==> src/source/eth_core_pkg.sv <==
package eth_core_pkg;

    localparam int ABUSWIDTH = 32;                           // Internal bus address width

    localparam logic [ABUSWIDTH-1:0] GPIO_BASEADDR_DEF = 32'h1000;  // GPIO window start
    localparam logic [ABUSWIDTH-1:0] GPIO_HIGHADDR_DEF = 32'h101f;  // GPIO window end

    localparam int FIFO_DEPTH_DEF = 1024;                    // Data FIFO depth in words

    // One RBCP request as presented by the network stack
    typedef struct packed {
        logic                 act;    // Request strobe
        logic [31:0]          addr;   // Register address
        logic [7:0]           wd;     // Write data
        logic                 we;     // Write request
        logic                 re;     // Read request
    } rbcp_req_t;

    // Internal byte bus, one strobe per access
    typedef struct packed {
        logic                 wr;     // Write strobe
        logic                 rd;     // Read strobe
        logic [ABUSWIDTH-1:0] add;    // Address
        logic [7:0]           wdata;  // Write data
    } bus_req_t;

    typedef enum logic [1:0] {
        BUS_NOP   = 2'd0,             // Nothing pending
        BUS_WRITE = 2'd1,
        BUS_READ  = 2'd2
    } bus_op_e;

    typedef enum logic {
        SRC_IDLE = 1'b0,              // Waiting for start edge
        SRC_RUN  = 1'b1               // Producing words
    } src_state_e;

endpackage

==> src/source/count_source.sv <==
`timescale 1ns/10ps

module count_source (
    input  logic        BUS_CLK,
    input  logic        rst_n,
    input  logic        start,
    input  logic        stop_req,
    input  logic        fifo_full,
    output logic        fifo_write,
    output logic [31:0] fifo_data,
    output logic        running
);
    import eth_core_pkg::*;

    src_state_e  state;
    logic        start_q;      // Start bit, registered once
    logic        start_d;      // start_q delayed for edge detect
    logic        start_rise;
    logic        stop_now;     // Close request or start bit cleared
    logic [31:0] count;        // Next word to send

    assign start_rise = start_q && !start_d;
    assign stop_now   = stop_req || !start;
    assign running    = (state == SRC_RUN);
    assign fifo_write = running && !fifo_full && !stop_now;  // Stall on full
    assign fifo_data  = count;

    always_ff @(posedge BUS_CLK) begin
        if (!rst_n) begin
            state   <= SRC_IDLE;
            start_q <= 1'b0;
            start_d <= 1'b0;
            count   <= 32'd0;
        end else begin
            start_q <= start;
            start_d <= start_q;
            if (stop_now) begin
                state <= SRC_IDLE;             // Stop wins over a start edge
                count <= 32'd0;                // Restart begins at word 0
            end else begin
                case (state)
                    SRC_IDLE: begin
                        if (start_rise) begin
                            state <= SRC_RUN;  // Locked until stopped
                        end
                    end
                    SRC_RUN: begin
                        if (fifo_write) begin
                            count <= count + 32'd1;
                        end
                    end
                    default: state <= SRC_IDLE;
                endcase
            end
        end
    end

    a_respect_full: assert property (@(posedge BUS_CLK) disable iff (!rst_n)
        fifo_write |-> !fifo_full)
        else $error("count_source: write into full FIFO");

endmodule

==> config.mk <==
export PLATFORM = sky130hd
export DESIGN_NAME = count_source
export DESIGN_NICKNAME = d
export VERILOG_FILES = /design/src/source/eth_core_pkg.sv /design/src/source/count_source.sv
export SDC_FILE = /design/constraint.sdc
export NUM_CORES = 1
export LEC_CHECK = 0
export BUFFER_PORTS_ARGS = -buffer_cell sky130_fd_sc_hd__buf_2
export CORE_MARGIN = 1
export CORE_UTILIZATION = 50
export DETAILED_ROUTE_END_ITERATION = 8
export GPL_TIMING_DRIVEN = 1
export MAX_ROUTING_LAYER = met4
export PLACE_DENSITY = 0.82
export REMOVE_ABC_BUFFERS = 1
export SETUP_SLACK_MARGIN = 0.05
export SYNTH_ARGS = -nofsm -noshare
export SYNTH_HDL_FRONTEND = slang
export SYNTH_SLANG_ARGS = --single-unit
==> constraint.sdc <==
create_clock -name BUS_CLK -period 2.2 [get_ports BUS_CLK]
set_input_delay 0.11 -clock BUS_CLK [delete_from_list [all_inputs] [get_ports BUS_CLK]]
set_output_delay 0.11 -clock BUS_CLK [all_outputs]
set_load 0.01 [all_outputs]
==> impl_metrics.ini <==
[job]
drv_cap = 0

[routing]
drt-pass1-iter-count = 4
drtIter0Drc = 64
viasPerCell = 5.76
avgRoutedWirePerCell_um = 13.0
drc = 0
wirelength_mm = 3.66
via_count = 1625
ant_nets = 0

[synth]
synth_area_leaders = dfxtp_1 (42%), a21oi_1 (7.1%), or4_1 (7.1%)
synth.largest_area_cell = dfxtp_1
seq_area_frac_synth_pct = 41.5
syn_area_mm2 = 0.00169
ys_seq_elements = 35
avgSynthCellArea_um2 = 8.52
synth_cell_types = 29
syn_inst = 198
yosysWarningCount = 0
synth_top_area_share_pct = 41.5

[floorplanning]
num_rows = 20
die_x_um = 60.1
start_util_pct = 54.0
dieHeight_um = 60.1
core-area_mm2 = 0.00313
die-area_mm2 = 0.00361
pin_count = 39

[clocking]
post_cts_resized = 0
clockRootBuffer = clkbuf_4
postCtsSetupRepairBufs = 0
cts_max_level = 2
clk_latency_ns = 0.35
cts_buffers = 5
clock_path_buffers = 2
cts_sinks = 35
cts_tree = yes
clk_pin_slew_worst_paths_ns = 0.10

[setup_path]
cp_top_family = simple AND/OR/NAND/NOR gates
path_cells = nand4bb_4 -> or4_4 -> or4_1 -> a21oi_1
crit_slowest_cell = or4_4
cp_max_fo = 22
worstSetupEndpointType = flop
arrival_ns = 2.24
critical_path_class = flop to flop
cp.buffers_inverters = 0
cpPeakStageDelay_ns = 0.66
critPathRequiredTime_ns = 2.49
startpoint_type = flop

[global_routing]
grt_pass1_vias = 1294
grt_pass1_wl_mm = 5.90
grtUsageTotal_pct = 23.0
overflow = 0
antenna_found_initial = 0
grt_start_max_net_pins = 32

[final_layout]
final_cells = 282
final_area_mm2 = 0.00199
fillCellCount = 279
nets = 243
utilization_pct = 63.7
layout_common_cells = buf_2 (38), dfxtp_1 (35), a21oi_1 (24), or4_1 (16)
num_antenna_cells = 0
layout_commonest_cell = buf_2
drive_above_1_share_pct = 21.4
areaGrowthSynthToFinish_pct = 18.1

[pwr]
powerDensity_mw_per_mm2 = 533
ir_worst_vdd_mv = 0.291
power_leakage_nw = 0.696
power_mw = 1.06

[place]
hpwl_mm = 2.55
dp_cells = 273
gp_congestion = 0.792
dp_slack_ns = 0.278
place_area_mm2 = 0.00191
portBuffers = 38

[min_path]
hold_class = input pin to flop

[sta]
min_period_ns = 1.95
setup_tns_ns = 0
fmax_mhz = 513
relSlewSlack_pct = 76.9
hold_viol = 0
setup_slack_ns = 0.252
rsz0062_at_grt = no
slew_violations = 0
post-route-period-util_pct = 88.6
holdWs_ns = 0.0392
finalSetupViolCount = 0
fin_skew_ns = 0.00558
tightest_slew_ns = 0.347

[status]
status = complete, no violations
layout make-up:
cell class | count | area, um^2 | area share (%)
flip-flops and latches | 35 | 701 | 35.2
inverters | 9 | 33.8 | 1.69
well taps | 44 | 55.1 | 2.76
repair buffers | 43 | 230 | 11.6
clock buffers | 8 | 68.8 | 3.45
multi-input cells | 143 | 905 | 45.4
metal layers:
metal | global-route usage [%] | vias up | routed length (um)
met3 | 7.14 | 6 | 157
met2 | 33.9 | 39 | 1680
met1 | 28.7 | 750 | 1760
met4 | 9.97 | 0 | 53
li1 | - | 830 | -
met5 | - | - | 0
kinds of logic after synthesis:
kind of cell / share of synthesized area, %
AOI/OAI and AO/OA: 17.9
xor gates and xnor gates: 3.63
adders and majority gates: 0.741
buffers and inverters: 4.89
DFF: 41.5
and+or+nand+nor: 31.4
registers in the layout, indices dropped and copies added, names as in the netlist:
register and cells:
start_d 1, start_q 1, running 1, fifo_data 32
synthesized netlist by cell type:
master      n
o21ai_0     7
a21oi_1    24
ha_1        1
and4_1      4
o31a_1      2
and2_0      1
nand3b_1    1
nand4bb_4   1
nor2_1      8
or4b_1      1
o31ai_1    14
nor4_1      3
nand2_1    14
and3b_1     1
o21a_1      2
nand3_1     9
o41ai_1     1
and2_1      5
or4_4       1
clkbuf_1   10
xnor2_1     3
inv_1       9
xor2_1      4
or3_1       7
or4_1      16
nand4_1    11
dfxtp_1    35
buf_6       1
and3_1      2
worst reg2reg max path: stages (launching register included):
cell and delay, ns:
dfxtp_1 0.41, nand4bb_4 0.14, or4_4 0.66, or4_1 0.54, a21oi_1 0.14
final timing paths:
path	from	endpoint	slack, ns	cells past startpoint
min	start	start_q$_SDFF_PN0_	0.04	2
max	running$_SDFF_PP0_	fifo_data[26]$_SDFFE_PP0P_	0.25	4
max reg2reg	running$_SDFF_PP0_	fifo_data[26]$_SDFFE_PP0P_	0.25	4
min reg2reg	fifo_data[31]$_SDFFE_PP0P_	fifo_data[31]$_SDFFE_PP0P_	0.49	2
report_power, final:
| group | total, mW | switching [mW] | internal, mW | leakage [nW] |
|---|---|---|---|---|
| logic | 0.0217 | 0.0124 | 0.00933 | 0.376 |
| clock network | 0.404 | 0.216 | 0.188 | 0.0386 |
| registers | 0.636 | 0.00113 | 0.635 | 0.282 |
what timing repair did:
action,4_1_cts,5_1_grt
endpoints found under the setup margin,0,0
hold endpoints to repair,1,0
hold buffers,1,0
No activity file was read; power rests on OpenSTA's default activity.
