File: config.mk
export PLATFORM = sky130hd
export DESIGN_NAME = rbcp_to_bus
export DESIGN_NICKNAME = d
export VERILOG_FILES = /design/src/source/eth_core_pkg.sv /design/src/source/rbcp_to_bus.sv
export SDC_FILE = /design/constraint.sdc
export NUM_CORES = 1
export LEC_CHECK = 0
export CORE_ASPECT_RATIO = 2
export CORE_UTILIZATION = 45
export CTS_CLUSTER_SIZE = 12
export DETAILED_ROUTE_END_ITERATION = 8
export DONT_BUFFER_PORTS = 1
export SYNTH_ARGS = -nofsm -noshare
export SYNTH_HDL_FRONTEND = slang
export SYNTH_SLANG_ARGS = --single-unit
File: constraint.sdc
create_clock -name BUS_CLK -period 1.65 [get_ports BUS_CLK]
set_input_delay 0 -clock BUS_CLK [delete_from_list [all_inputs] [get_ports BUS_CLK]]
set_output_delay 0 -clock BUS_CLK [all_outputs]
set_load 0.01 [all_outputs]
File: src/source/eth_core_pkg.sv
package eth_core_pkg;

    localparam int ABUSWIDTH = 32;                           // Internal bus address width

    localparam logic [ABUSWIDTH-1:0] GPIO_BASEADDR_DEF = 32'h1000;  // GPIO window start
    localparam logic [ABUSWIDTH-1:0] GPIO_HIGHADDR_DEF = 32'h101f;  // GPIO window end

    localparam int FIFO_DEPTH_DEF = 1024;                    // Data FIFO depth in words

    // One RBCP request as presented by the network stack
    typedef struct packed {
        logic                 act;    // Request strobe
        logic [31:0]          addr;   // Register address
        logic [7:0]           wd;     // Write data
        logic                 we;     // Write request
        logic                 re;     // Read request
    } rbcp_req_t;

    // Internal byte bus, one strobe per access
    typedef struct packed {
        logic                 wr;     // Write strobe
        logic                 rd;     // Read strobe
        logic [ABUSWIDTH-1:0] add;    // Address
        logic [7:0]           wdata;  // Write data
    } bus_req_t;

    typedef enum logic [1:0] {
        BUS_NOP   = 2'd0,             // Nothing pending
        BUS_WRITE = 2'd1,
        BUS_READ  = 2'd2
    } bus_op_e;

    typedef enum logic {
        SRC_IDLE = 1'b0,              // Waiting for start edge
        SRC_RUN  = 1'b1               // Producing words
    } src_state_e;

endpackage

File: src/source/rbcp_to_bus.sv
`timescale 1ns/10ps

module rbcp_to_bus (
    input  logic                    BUS_CLK,
    input  logic                    rst_n,
    input  eth_core_pkg::rbcp_req_t rbcp_req,
    input  logic [7:0]              bus_rdata,
    output logic                    rbcp_ack,
    output logic [7:0]              rbcp_rd,
    output eth_core_pkg::bus_req_t  bus_req
);
    import eth_core_pkg::*;

    bus_op_e              op;         // Request latched at edge N
    logic [31:0]          addr_q;     // Latched RBCP address
    logic [7:0]           wd_q;       // Latched RBCP write data
    logic                 wr_q;       // Write strobe, cycle N+1
    logic                 rd_q;       // Read strobe, cycle N+1
    logic [ABUSWIDTH-1:0] add_q;      // Bus address
    logic [7:0]           wdata_q;    // Bus write data
    logic                 ack_q;      // Acknowledge after edge N+2

    always_ff @(posedge BUS_CLK) begin
        if (!rst_n) begin
            op    <= BUS_NOP;
            wr_q  <= 1'b0;
            rd_q  <= 1'b0;
            ack_q <= 1'b0;
        end else begin
            if (rbcp_req.act && rbcp_req.we) begin
                op <= BUS_WRITE;                   // Write wins if both set
            end else if (rbcp_req.act && rbcp_req.re) begin
                op <= BUS_READ;
            end else begin
                op <= BUS_NOP;                     // Pending op lasts one cycle
            end
            wr_q  <= (op == BUS_WRITE);            // Single-cycle strobes
            rd_q  <= (op == BUS_READ);
            ack_q <= wr_q || rd_q;                 // Slave answered at this edge
        end
    end

    // Address and data follow the control path one stage behind
    always_ff @(posedge BUS_CLK) begin
        if (rbcp_req.act) begin
            addr_q <= rbcp_req.addr;
            wd_q   <= rbcp_req.wd;
        end
        if (op != BUS_NOP) begin
            add_q   <= ABUSWIDTH'(addr_q);
            wdata_q <= wd_q;
        end
    end

    assign bus_req  = '{wr: wr_q, rd: rd_q, add: add_q, wdata: wdata_q};
    assign rbcp_ack = ack_q;
    assign rbcp_rd  = ack_q ? bus_rdata : 8'h00;  // Slave data registered with ack

    a_one_strobe: assert property (@(posedge BUS_CLK) disable iff (!rst_n)
        !(bus_req.wr && bus_req.rd))
        else $error("rbcp_to_bus: write and read strobe together");

endmodule

==> results.txt <==
share of Yosys cell area claimed by the top area cell type: 91.7%
Worst Hold Launch: rbcp_req[42]
number of global-route vias before repair: 1107
syn avg cell area: 25.9 sq um
Tmin final: 1.10 ns
Top FF cell, synth: edfxtp_1
final core utilization: 60.0%
critical path launch point type: register
FP Rows: 39
IO buf count: 0
Synth top cells by count: 80 x edfxtp_1, 8 x and2_1, 5 x dfxtp_1
Post-synth EDFFs: 80
Initial Util: 46.3%
DRT antenna net count: 0
RSZ-0062 raised after global routing: false
critical path class: reg -> reg
TritonCTS buffer count: 9
TritonCTS clock tree: done
Cell Area, Placed: 2700 sq um
Clk pin slew, worst setup/hold paths: 0.05 ns
chip height: 110 um
routed len/inst: 17.3 um
Seq cells post-synth: 85
detailed placement HPWL: 2.39 mm
final hold violation count: 0
Clock Latency Late Sink: 0.33 ns
worst-path fanout max: 40
maximum VDD drop: 0.00119 V
r2r setup slk: 0.55 ns
CTS Buffer Depth: 2
Mapped Nets: 154
crit-path max cell delay: 0.32 ns
DP Worst Slack: 0.558 ns
antenna violations before repair: 0
DRC: 0
Area Overhead vs Synth: 29.8%
Final Setup Violations: 0
hold depth: 1
Min-Delay Endpoint: addr_q[25]
I/O Pins: 104
ANT cells: 0
via-per-instance ratio: 5.05
nets@finish: 208
final worst slack: 0.551 ns
clock tree sinks: 85
Root Buffer: clkbuf_16
CP Capture Type: register
R2R Path End: wdata_q[2]
Final Skew: 0.00386 ns
final worst path period share: 66.6%
pwr dens: 1310 nW/um^2
reg2reg path depth: 2
Critical Path AT: 1.17 ns
type of the most critical hold path: in -> reg
Final TNS setup: 0 ns
synthesized area: 2620 sq um
initial DRC count: 37
fin. max-slew vios: 0
Pre-antenna DRT Iters: 6
first-pass GRT wire length: 5.54 mm
Fillers: 402
total grt overflow: 0
Total Wirelength: 3.80 mm
FMAX: 0.910 GHz
most common cell in the netlist: edfxtp_1
Crit path max-delay family: simple AND/OR/NAND/NOR gates
Slowest-stage cell, CP: or2_2
status: finished, final reports clean
largest net degree at the start of global routing: 43
post-synth cell types: 9
CP Data Required Time: 1.72 ns
Total GRT Usage: 13.2%
share of cells above drive strength 1: 9.43%
Die Area: 6150 sq um
Synth async-reset ratio: 0%
Mapped Cells: 101
Seq/Total Area, Yosys: 95.6%
Synthesis Warnings: 0
reg2reg start: op[0]
worst path cell trace: or2_2, buf_12
Worst Max-Slew Pin Slew: 0.259 ns
Leak: 1.18 nW
Max transition margin: 82.7%
Max-Cap Viols: 0
Vias: 1112
Die X: 55.9 um
area leader, netlist: edfxtp_1
H-tree depth: 3
Buf+Inv Stages, Crit Path: 1
RePlAce Congestion: 0.650
post-cts sizing count: 0
largest cells by area after synthesis: edfxtp_1 92%, dfxtp_1 3.8%, and2_1 1.9%
fin area: 3400 sq um
core area: 5660 sq um
-- state kept, by name, indices dropped and copies added (netlist names) --
name	cells
rbcp_ack	1
add_q	32
op	2
wd_q	8
wr_q	1
addr_q	32
rd_q	1
wdata_q	8
-- cell type report --
class	count	area, sq um	share of cell area, %
clock inverters	5	18.8	0.552
well taps	61	76.3	2.25
flip-flops and latches	85	2500	73.6
repair buffers	45	470	13.8
clock buffers	10	229	6.74
multi-input cells	14	101	2.98
-- power breakdown --
part	switching, mW	internal, mW	leakage [nW]
clock	0.684	0.982	0.120
combinational	0.0591	0.0832	0.252
sequential	0.0899	2.55	0.803
-- routing by layer --
layer	wire [um]	part of all wire, %	track usage [%]
met3	280	7.4	5.88
met4	128	3.4	11.0
met5	0	0	0
met2	2150	57	22.5
met1	1240	33	11.8
-- stage by stage --
| stage | hold WS [ns] | power, mW | std cells |
|---|---|---|---|
| CTS | 0.0163 | 4.51 | 220 |
| global route | 0.0300 | 4.59 | 220 |
| global placement | 0.0989 | 2.72 | 161 |
| floorplan | 0.0989 | 2.69 | 101 |
| detailed placement | 0.0989 | 2.73 | 161 |
| finish | 0.0297 | 4.45 | 220 |
-- timing repair --
action                                 4_1_cts  5_1_grt
setup buffers                                0        0
endpoints found under the hold margin       85        0
hold buffers                                44        0
-- cell families after synthesis --
group	count (synthesis)	share of synthesized area, %
buffers and inverters	2	0.573
and+or+nand+nor	13	3.58
DFF	85	95.6
AOI/OAI and AO/OA	1	0.287
-- worst max-delay path by stage --
| stage | cells past startpoint | slack (ns) | to | from |
|---|---|---|---|---|
| global placement | 2 | 0.58 | add_q[2] | op[0] |
| floorplan | 1 | 0.02 | add_q[0] | op[1] |
| CTS | 2 | 0.55 | add_q[22] | op[0] |
| global route | 2 | 0.53 | add_q[6] | op[0] |
| detailed placement | 2 | 0.56 | add_q[22] | op[0] |
| finish | 2 | 0.55 | wdata_q[2] | op[0] |
-- cells in the final DEF (no fill, tap or decap), drive strengths merged --
master	Yosys	routed
and4b	1	1
and2	8	8
and3	1	1
and3b	2	2
or2	1	1
buf	2	2
dfxtp	5	5
clkinv	0	5
clkbuf	0	10
o21a	1	1
dlygate4sd3	0	43
edfxtp	80	80
Power figures use the tool's default switching activity.
