--- src/source/eth_core_pkg.sv ---
package eth_core_pkg;

    localparam int ABUSWIDTH = 32;                           // Internal bus address width

    localparam logic [ABUSWIDTH-1:0] GPIO_BASEADDR_DEF = 32'h1000;  // GPIO window start
    localparam logic [ABUSWIDTH-1:0] GPIO_HIGHADDR_DEF = 32'h101f;  // GPIO window end

    localparam int FIFO_DEPTH_DEF = 1024;                    // Data FIFO depth in words

    // One RBCP request as presented by the network stack
    typedef struct packed {
        logic                 act;    // Request strobe
        logic [31:0]          addr;   // Register address
        logic [7:0]           wd;     // Write data
        logic                 we;     // Write request
        logic                 re;     // Read request
    } rbcp_req_t;

    // Internal byte bus, one strobe per access
    typedef struct packed {
        logic                 wr;     // Write strobe
        logic                 rd;     // Read strobe
        logic [ABUSWIDTH-1:0] add;    // Address
        logic [7:0]           wdata;  // Write data
    } bus_req_t;

    typedef enum logic [1:0] {
        BUS_NOP   = 2'd0,             // Nothing pending
        BUS_WRITE = 2'd1,
        BUS_READ  = 2'd2
    } bus_op_e;

    typedef enum logic {
        SRC_IDLE = 1'b0,              // Waiting for start edge
        SRC_RUN  = 1'b1               // Producing words
    } src_state_e;

endpackage

--- src/source/bus_gpio.sv ---
`timescale 1ns/10ps

module bus_gpio #(
    parameter logic [eth_core_pkg::ABUSWIDTH-1:0] BASEADDR = eth_core_pkg::GPIO_BASEADDR_DEF,
    parameter logic [eth_core_pkg::ABUSWIDTH-1:0] HIGHADDR = eth_core_pkg::GPIO_HIGHADDR_DEF,
    parameter int                                 IO_WIDTH = 8
) (
    input  logic                   BUS_CLK,
    input  logic                   rst_n,
    input  eth_core_pkg::bus_req_t bus_req,
    input  logic [IO_WIDTH-1:0]    gpio_in,
    output logic [7:0]             bus_rdata,
    output logic [IO_WIDTH-1:0]    gpio_out
);
    import eth_core_pkg::*;

    localparam logic [ABUSWIDTH-1:0] OFF_OUT = 0;    // Output register
    localparam logic [ABUSWIDTH-1:0] OFF_IN  = 1;    // Input readback

    logic [ABUSWIDTH-1:0] offset;                    // Address relative to base
    logic                 in_win;                    // Address inside window
    logic [7:0]           rd_mux;

    assign offset = bus_req.add - BASEADDR;
    assign in_win = (bus_req.add >= BASEADDR) && (bus_req.add <= HIGHADDR);

    always_comb begin
        rd_mux = 8'h00;                              // Unmapped reads return 0
        if (in_win) begin
            case (offset)
                OFF_OUT: rd_mux = 8'(gpio_out);
                OFF_IN:  rd_mux = 8'(gpio_in);
                default: rd_mux = 8'h00;
            endcase
        end
    end

    always_ff @(posedge BUS_CLK) begin
        if (!rst_n) begin
            gpio_out  <= '0;
            bus_rdata <= 8'h00;
        end else begin
            if (bus_req.wr && in_win && (offset == OFF_OUT)) begin
                gpio_out <= bus_req.wdata[IO_WIDTH-1:0];  // Only output reg is writable
            end
            if (bus_req.rd) begin
                bus_rdata <= rd_mux;                 // Valid the cycle after strobe
            end
        end
    end

    a_window: assert property (@(posedge BUS_CLK) HIGHADDR >= BASEADDR)
        else $error("bus_gpio: HIGHADDR below BASEADDR");

endmodule

--- config.mk ---
export PLATFORM = sky130hd
export DESIGN_NAME = bus_gpio
export DESIGN_NICKNAME = d
export VERILOG_FILES = /design/src/source/eth_core_pkg.sv /design/src/source/bus_gpio.sv
export SDC_FILE = /design/constraint.sdc
export NUM_CORES = 1
export LEC_CHECK = 0
export BUFFER_PORTS_ARGS = -buffer_cell sky130_fd_sc_hd__buf_2
export CAP_MARGIN = 20
export CORE_MARGIN = 3
export CORE_UTILIZATION = 40
export CTS_CLUSTER_SIZE = 24
export DETAILED_ROUTE_END_ITERATION = 8
export GPL_TIMING_DRIVEN = 1
export PLACE_DENSITY = 0.88
export SYNTH_ARGS = -nofsm -noshare
export SYNTH_HDL_FRONTEND = slang
export SYNTH_SLANG_ARGS = --single-unit
--- constraint.sdc ---
create_clock -name BUS_CLK -period 3.3 [get_ports BUS_CLK]
set_input_delay 0.66 -clock BUS_CLK [delete_from_list [all_inputs] [get_ports BUS_CLK]]
set_output_delay 0.66 -clock BUS_CLK [all_outputs]
set_load 0.01 [all_outputs]
==> metrics.txt <==
number of I/O pins=68; DR vias/cell=4.90; final worst path period share=0.668; worst path cell trace=buf_2 > or4_4 > nor4_4 > nand4_4 > mux2i_1; total core area=around 1800 um^2; # DRC=0; clock-pin slew on the worst setup and hold paths=0.09 ns; minimum hold slack=about 0.46 ns; sequential share of power=0.513; CTS tree=yes; buffers added on ports=67; Adder-Cell Fraction of Synth Area=0; max cap viols=0; dpl ws=~0.77 ns; worst min-delay path startpoint=bus_rdata[5]; CTS Sinks=16; mean post-synth cell area=8.73 um^2; RSZ-0062 raised after global routing=no; Critical Path Sink Type=register; CP startpoint kind=input pin; Logic pwr share=0.137; Total Power=~380 uW; total CTS buffers=3; Setup crit start=bus_req[22]; Worst Max-Slew Pin Slew=0.588 ns; sequential fraction of the synthesis area=0.390; register bit count reported by yosys=16; placed cell area=1170 um^2; largest net degree at the start of global routing=19; net switching power=roughly 85 uW; syn_nets=146; synthesized cell area=roughly 820 um^2; largest family of logic cells by synthesized area=simple AND/OR/NAND/NOR gates; Slew Viols, Final=0; Max Root-Sink Buffers=2; crit-path max FO=9; # diodes=0; DR iter-0 viols=8; Yosys Warn Count=0; VDD IR max=0.177 mV; routed wire length=2480 um; status=finished, final reports clean; initial antenna violation count=0; Slew HR=0.605; Hold WC Path Type=reg2reg; Overall Global Routing Usage=0.188; row count=15; number of global-route vias before repair=856; Post-layout nets=roughly 210; FILL cells=171; simple-gate share of the synthesized area=0.325; Initial Util=0.446; crit path time final=2.21 ns; Final WS setup=1.09 ns; Non-Filler Instances=186; Congestion Overflow GR=0; critical path class=in2reg; P_int=291 uW; design area=1210 um^2; Pwr Density=311 nW/um^2; vias after detailed routing=912; gpl congestion=0.736; XOR/XNOR Fraction of Synth Area=0.0107; post-CTS sizing=0; endpoints failing setup=0; fin util=0.657; mux cell area share after synthesis=0.207; WL/cell=13.3 um; CP max-delay cell=nor4_4; leakage dissipation=0.650 nW; worst r2r src=gpio_out[0]; switching part of the total=0.227; proportion of layout cells with a drive suffix above 1=0.509; total negative setup slack=0 ns; first-pass GRT wire length=3730 um; Fmax achieved=454 MHz; Max Clock Skew=around 0.0007 ns; Cells after DPL=182; cts hold-fix bufs=0; Die ar.=2630 um^2; post-CTS setup buffers=0; post-synthesis cell count=94; CP max stage delay=0.57 ns; library cells used by synthesis=20; worst path required time=3.51 ns; remaining antenna violation count after routing=0; area added between synthesis and finish=47.3%; worst path arrival time=between 2 and 2.5 ns; Die Width=51.3 um; die height=51.3 um; drt pass-1 iters=4; Final Hold Viols=0; H-tree depth=1; Root Driver=clkbuf_4; Clk Latency, worst-skew pair=0.29 ns; complex-gate fraction of the synthesized area=0.0488; clock share of power=0.350
cell usage in the layout (no fill, tap or decap):
| cell | synthesis | final |
|---|---|---|
| nand4_4 | 1 | 1 |
| o21ai_1 | 4 | 4 |
| or4_4 | 1 | 1 |
| clkbuf_8 | 0 | 1 |
| o21ai_0 | 4 | 4 |
| or4b_1 | 1 | 1 |
| clkbuf_4 | 0 | 3 |
| nand3_1 | 8 | 8 |
| nor3_1 | 2 | 2 |
| or4_1 | 1 | 1 |
| mux2i_1 | 8 | 8 |
| and3_1 | 2 | 2 |
| nor4_4 | 1 | 1 |
| mux2_2 | 8 | 8 |
| nand2_1 | 26 | 26 |
| dfxtp_1 | 16 | 16 |
| xor2_1 | 1 | 1 |
| nor2b_1 | 2 | 2 |
| nor4_1 | 3 | 3 |
| nor2_1 | 1 | 1 |
| buf_2 | 0 | 67 |
final cells by class:
| class | instances | area (um^2) | share of cell area |
|---|---|---|---|
| flip-flops and latches | 16 | 320 | 0.265 |
| well taps | 25 | 31.3 | 0.0259 |
| repair buffers | 67 | 335 | 0.277 |
| clock buffers | 4 | 36.3 | 0.0300 |
| multi-input cells | 74 | 485 | 0.402 |
cells by family after synthesis:
group | count (synthesis)
flip-flops | 16
AND/OR/NAND/NOR | 49
AO/OA/AOI/OAI | 8
buffers and inverters | 4
XOR/XNOR | 1
multiplexers | 16
cells in the mapped netlist:
master,n,area [um^2]
and3_1,2,12.5
buf_1,1,3.75
clkbuf_1,3,11.3
dfxtp_1,16,320
mux2_2,8,90.1
mux2i_1,8,80.1
nand2_1,26,97.6
nand3_1,8,40.0
nand4_4,1,21.3
nor2_1,1,3.75
nor2b_1,2,12.5
nor3_1,2,10.0
nor4_1,3,18.8
nor4_4,1,21.3
o21ai_0,4,20.0
o21ai_1,4,20.0
or4_1,1,7.51
or4_4,1,11.3
or4b_1,1,10.0
xor2_1,1,8.76
routing by layer:
| metal | part of all wire | GRT usage |
|---|---|---|
| met5 | 0 | 0 |
| met4 | 0.015 | 0.0830 |
| met3 | 0.066 | 0.0321 |
| met2 | 0.50 | 0.335 |
| met1 | 0.42 | 0.220 |
critical path: cells and delay by family:
family                 cells  cell delay (ns)
buffers and inverters      1             0.10
muxes                      1             0.26
and+or+nand+nor            3             1.40
path summary, 6_finish.rpt:
check	slack, ns	to	cells after the start
min	0.46	bus_rdata[5]	2
max	1.09	gpio_out[3]	5
max reg2reg	2.43	bus_rdata[0]	3
min reg2reg	0.46	bus_rdata[5]	2
state kept, by name, indices dropped and copies added, names as in the netlist:
name / cells
bus_rdata: 8
gpio_out: 8
power by group through the flow:
stage / Sequential, mW / Combinational, mW / Clock [mW]
after floorplan: 0.197 / 0.0197 / 0
after global placement: 0.197 / 0.0498 / 0
after detailed placement: 0.197 / 0.0513 / 0
after CTS: 0.193 / 0.0515 / 0.131
after global routing: 0.193 / 0.0567 / 0.143
final: 0.193 / 0.0516 / 0.131
Power figures use the tool's default switching activity.
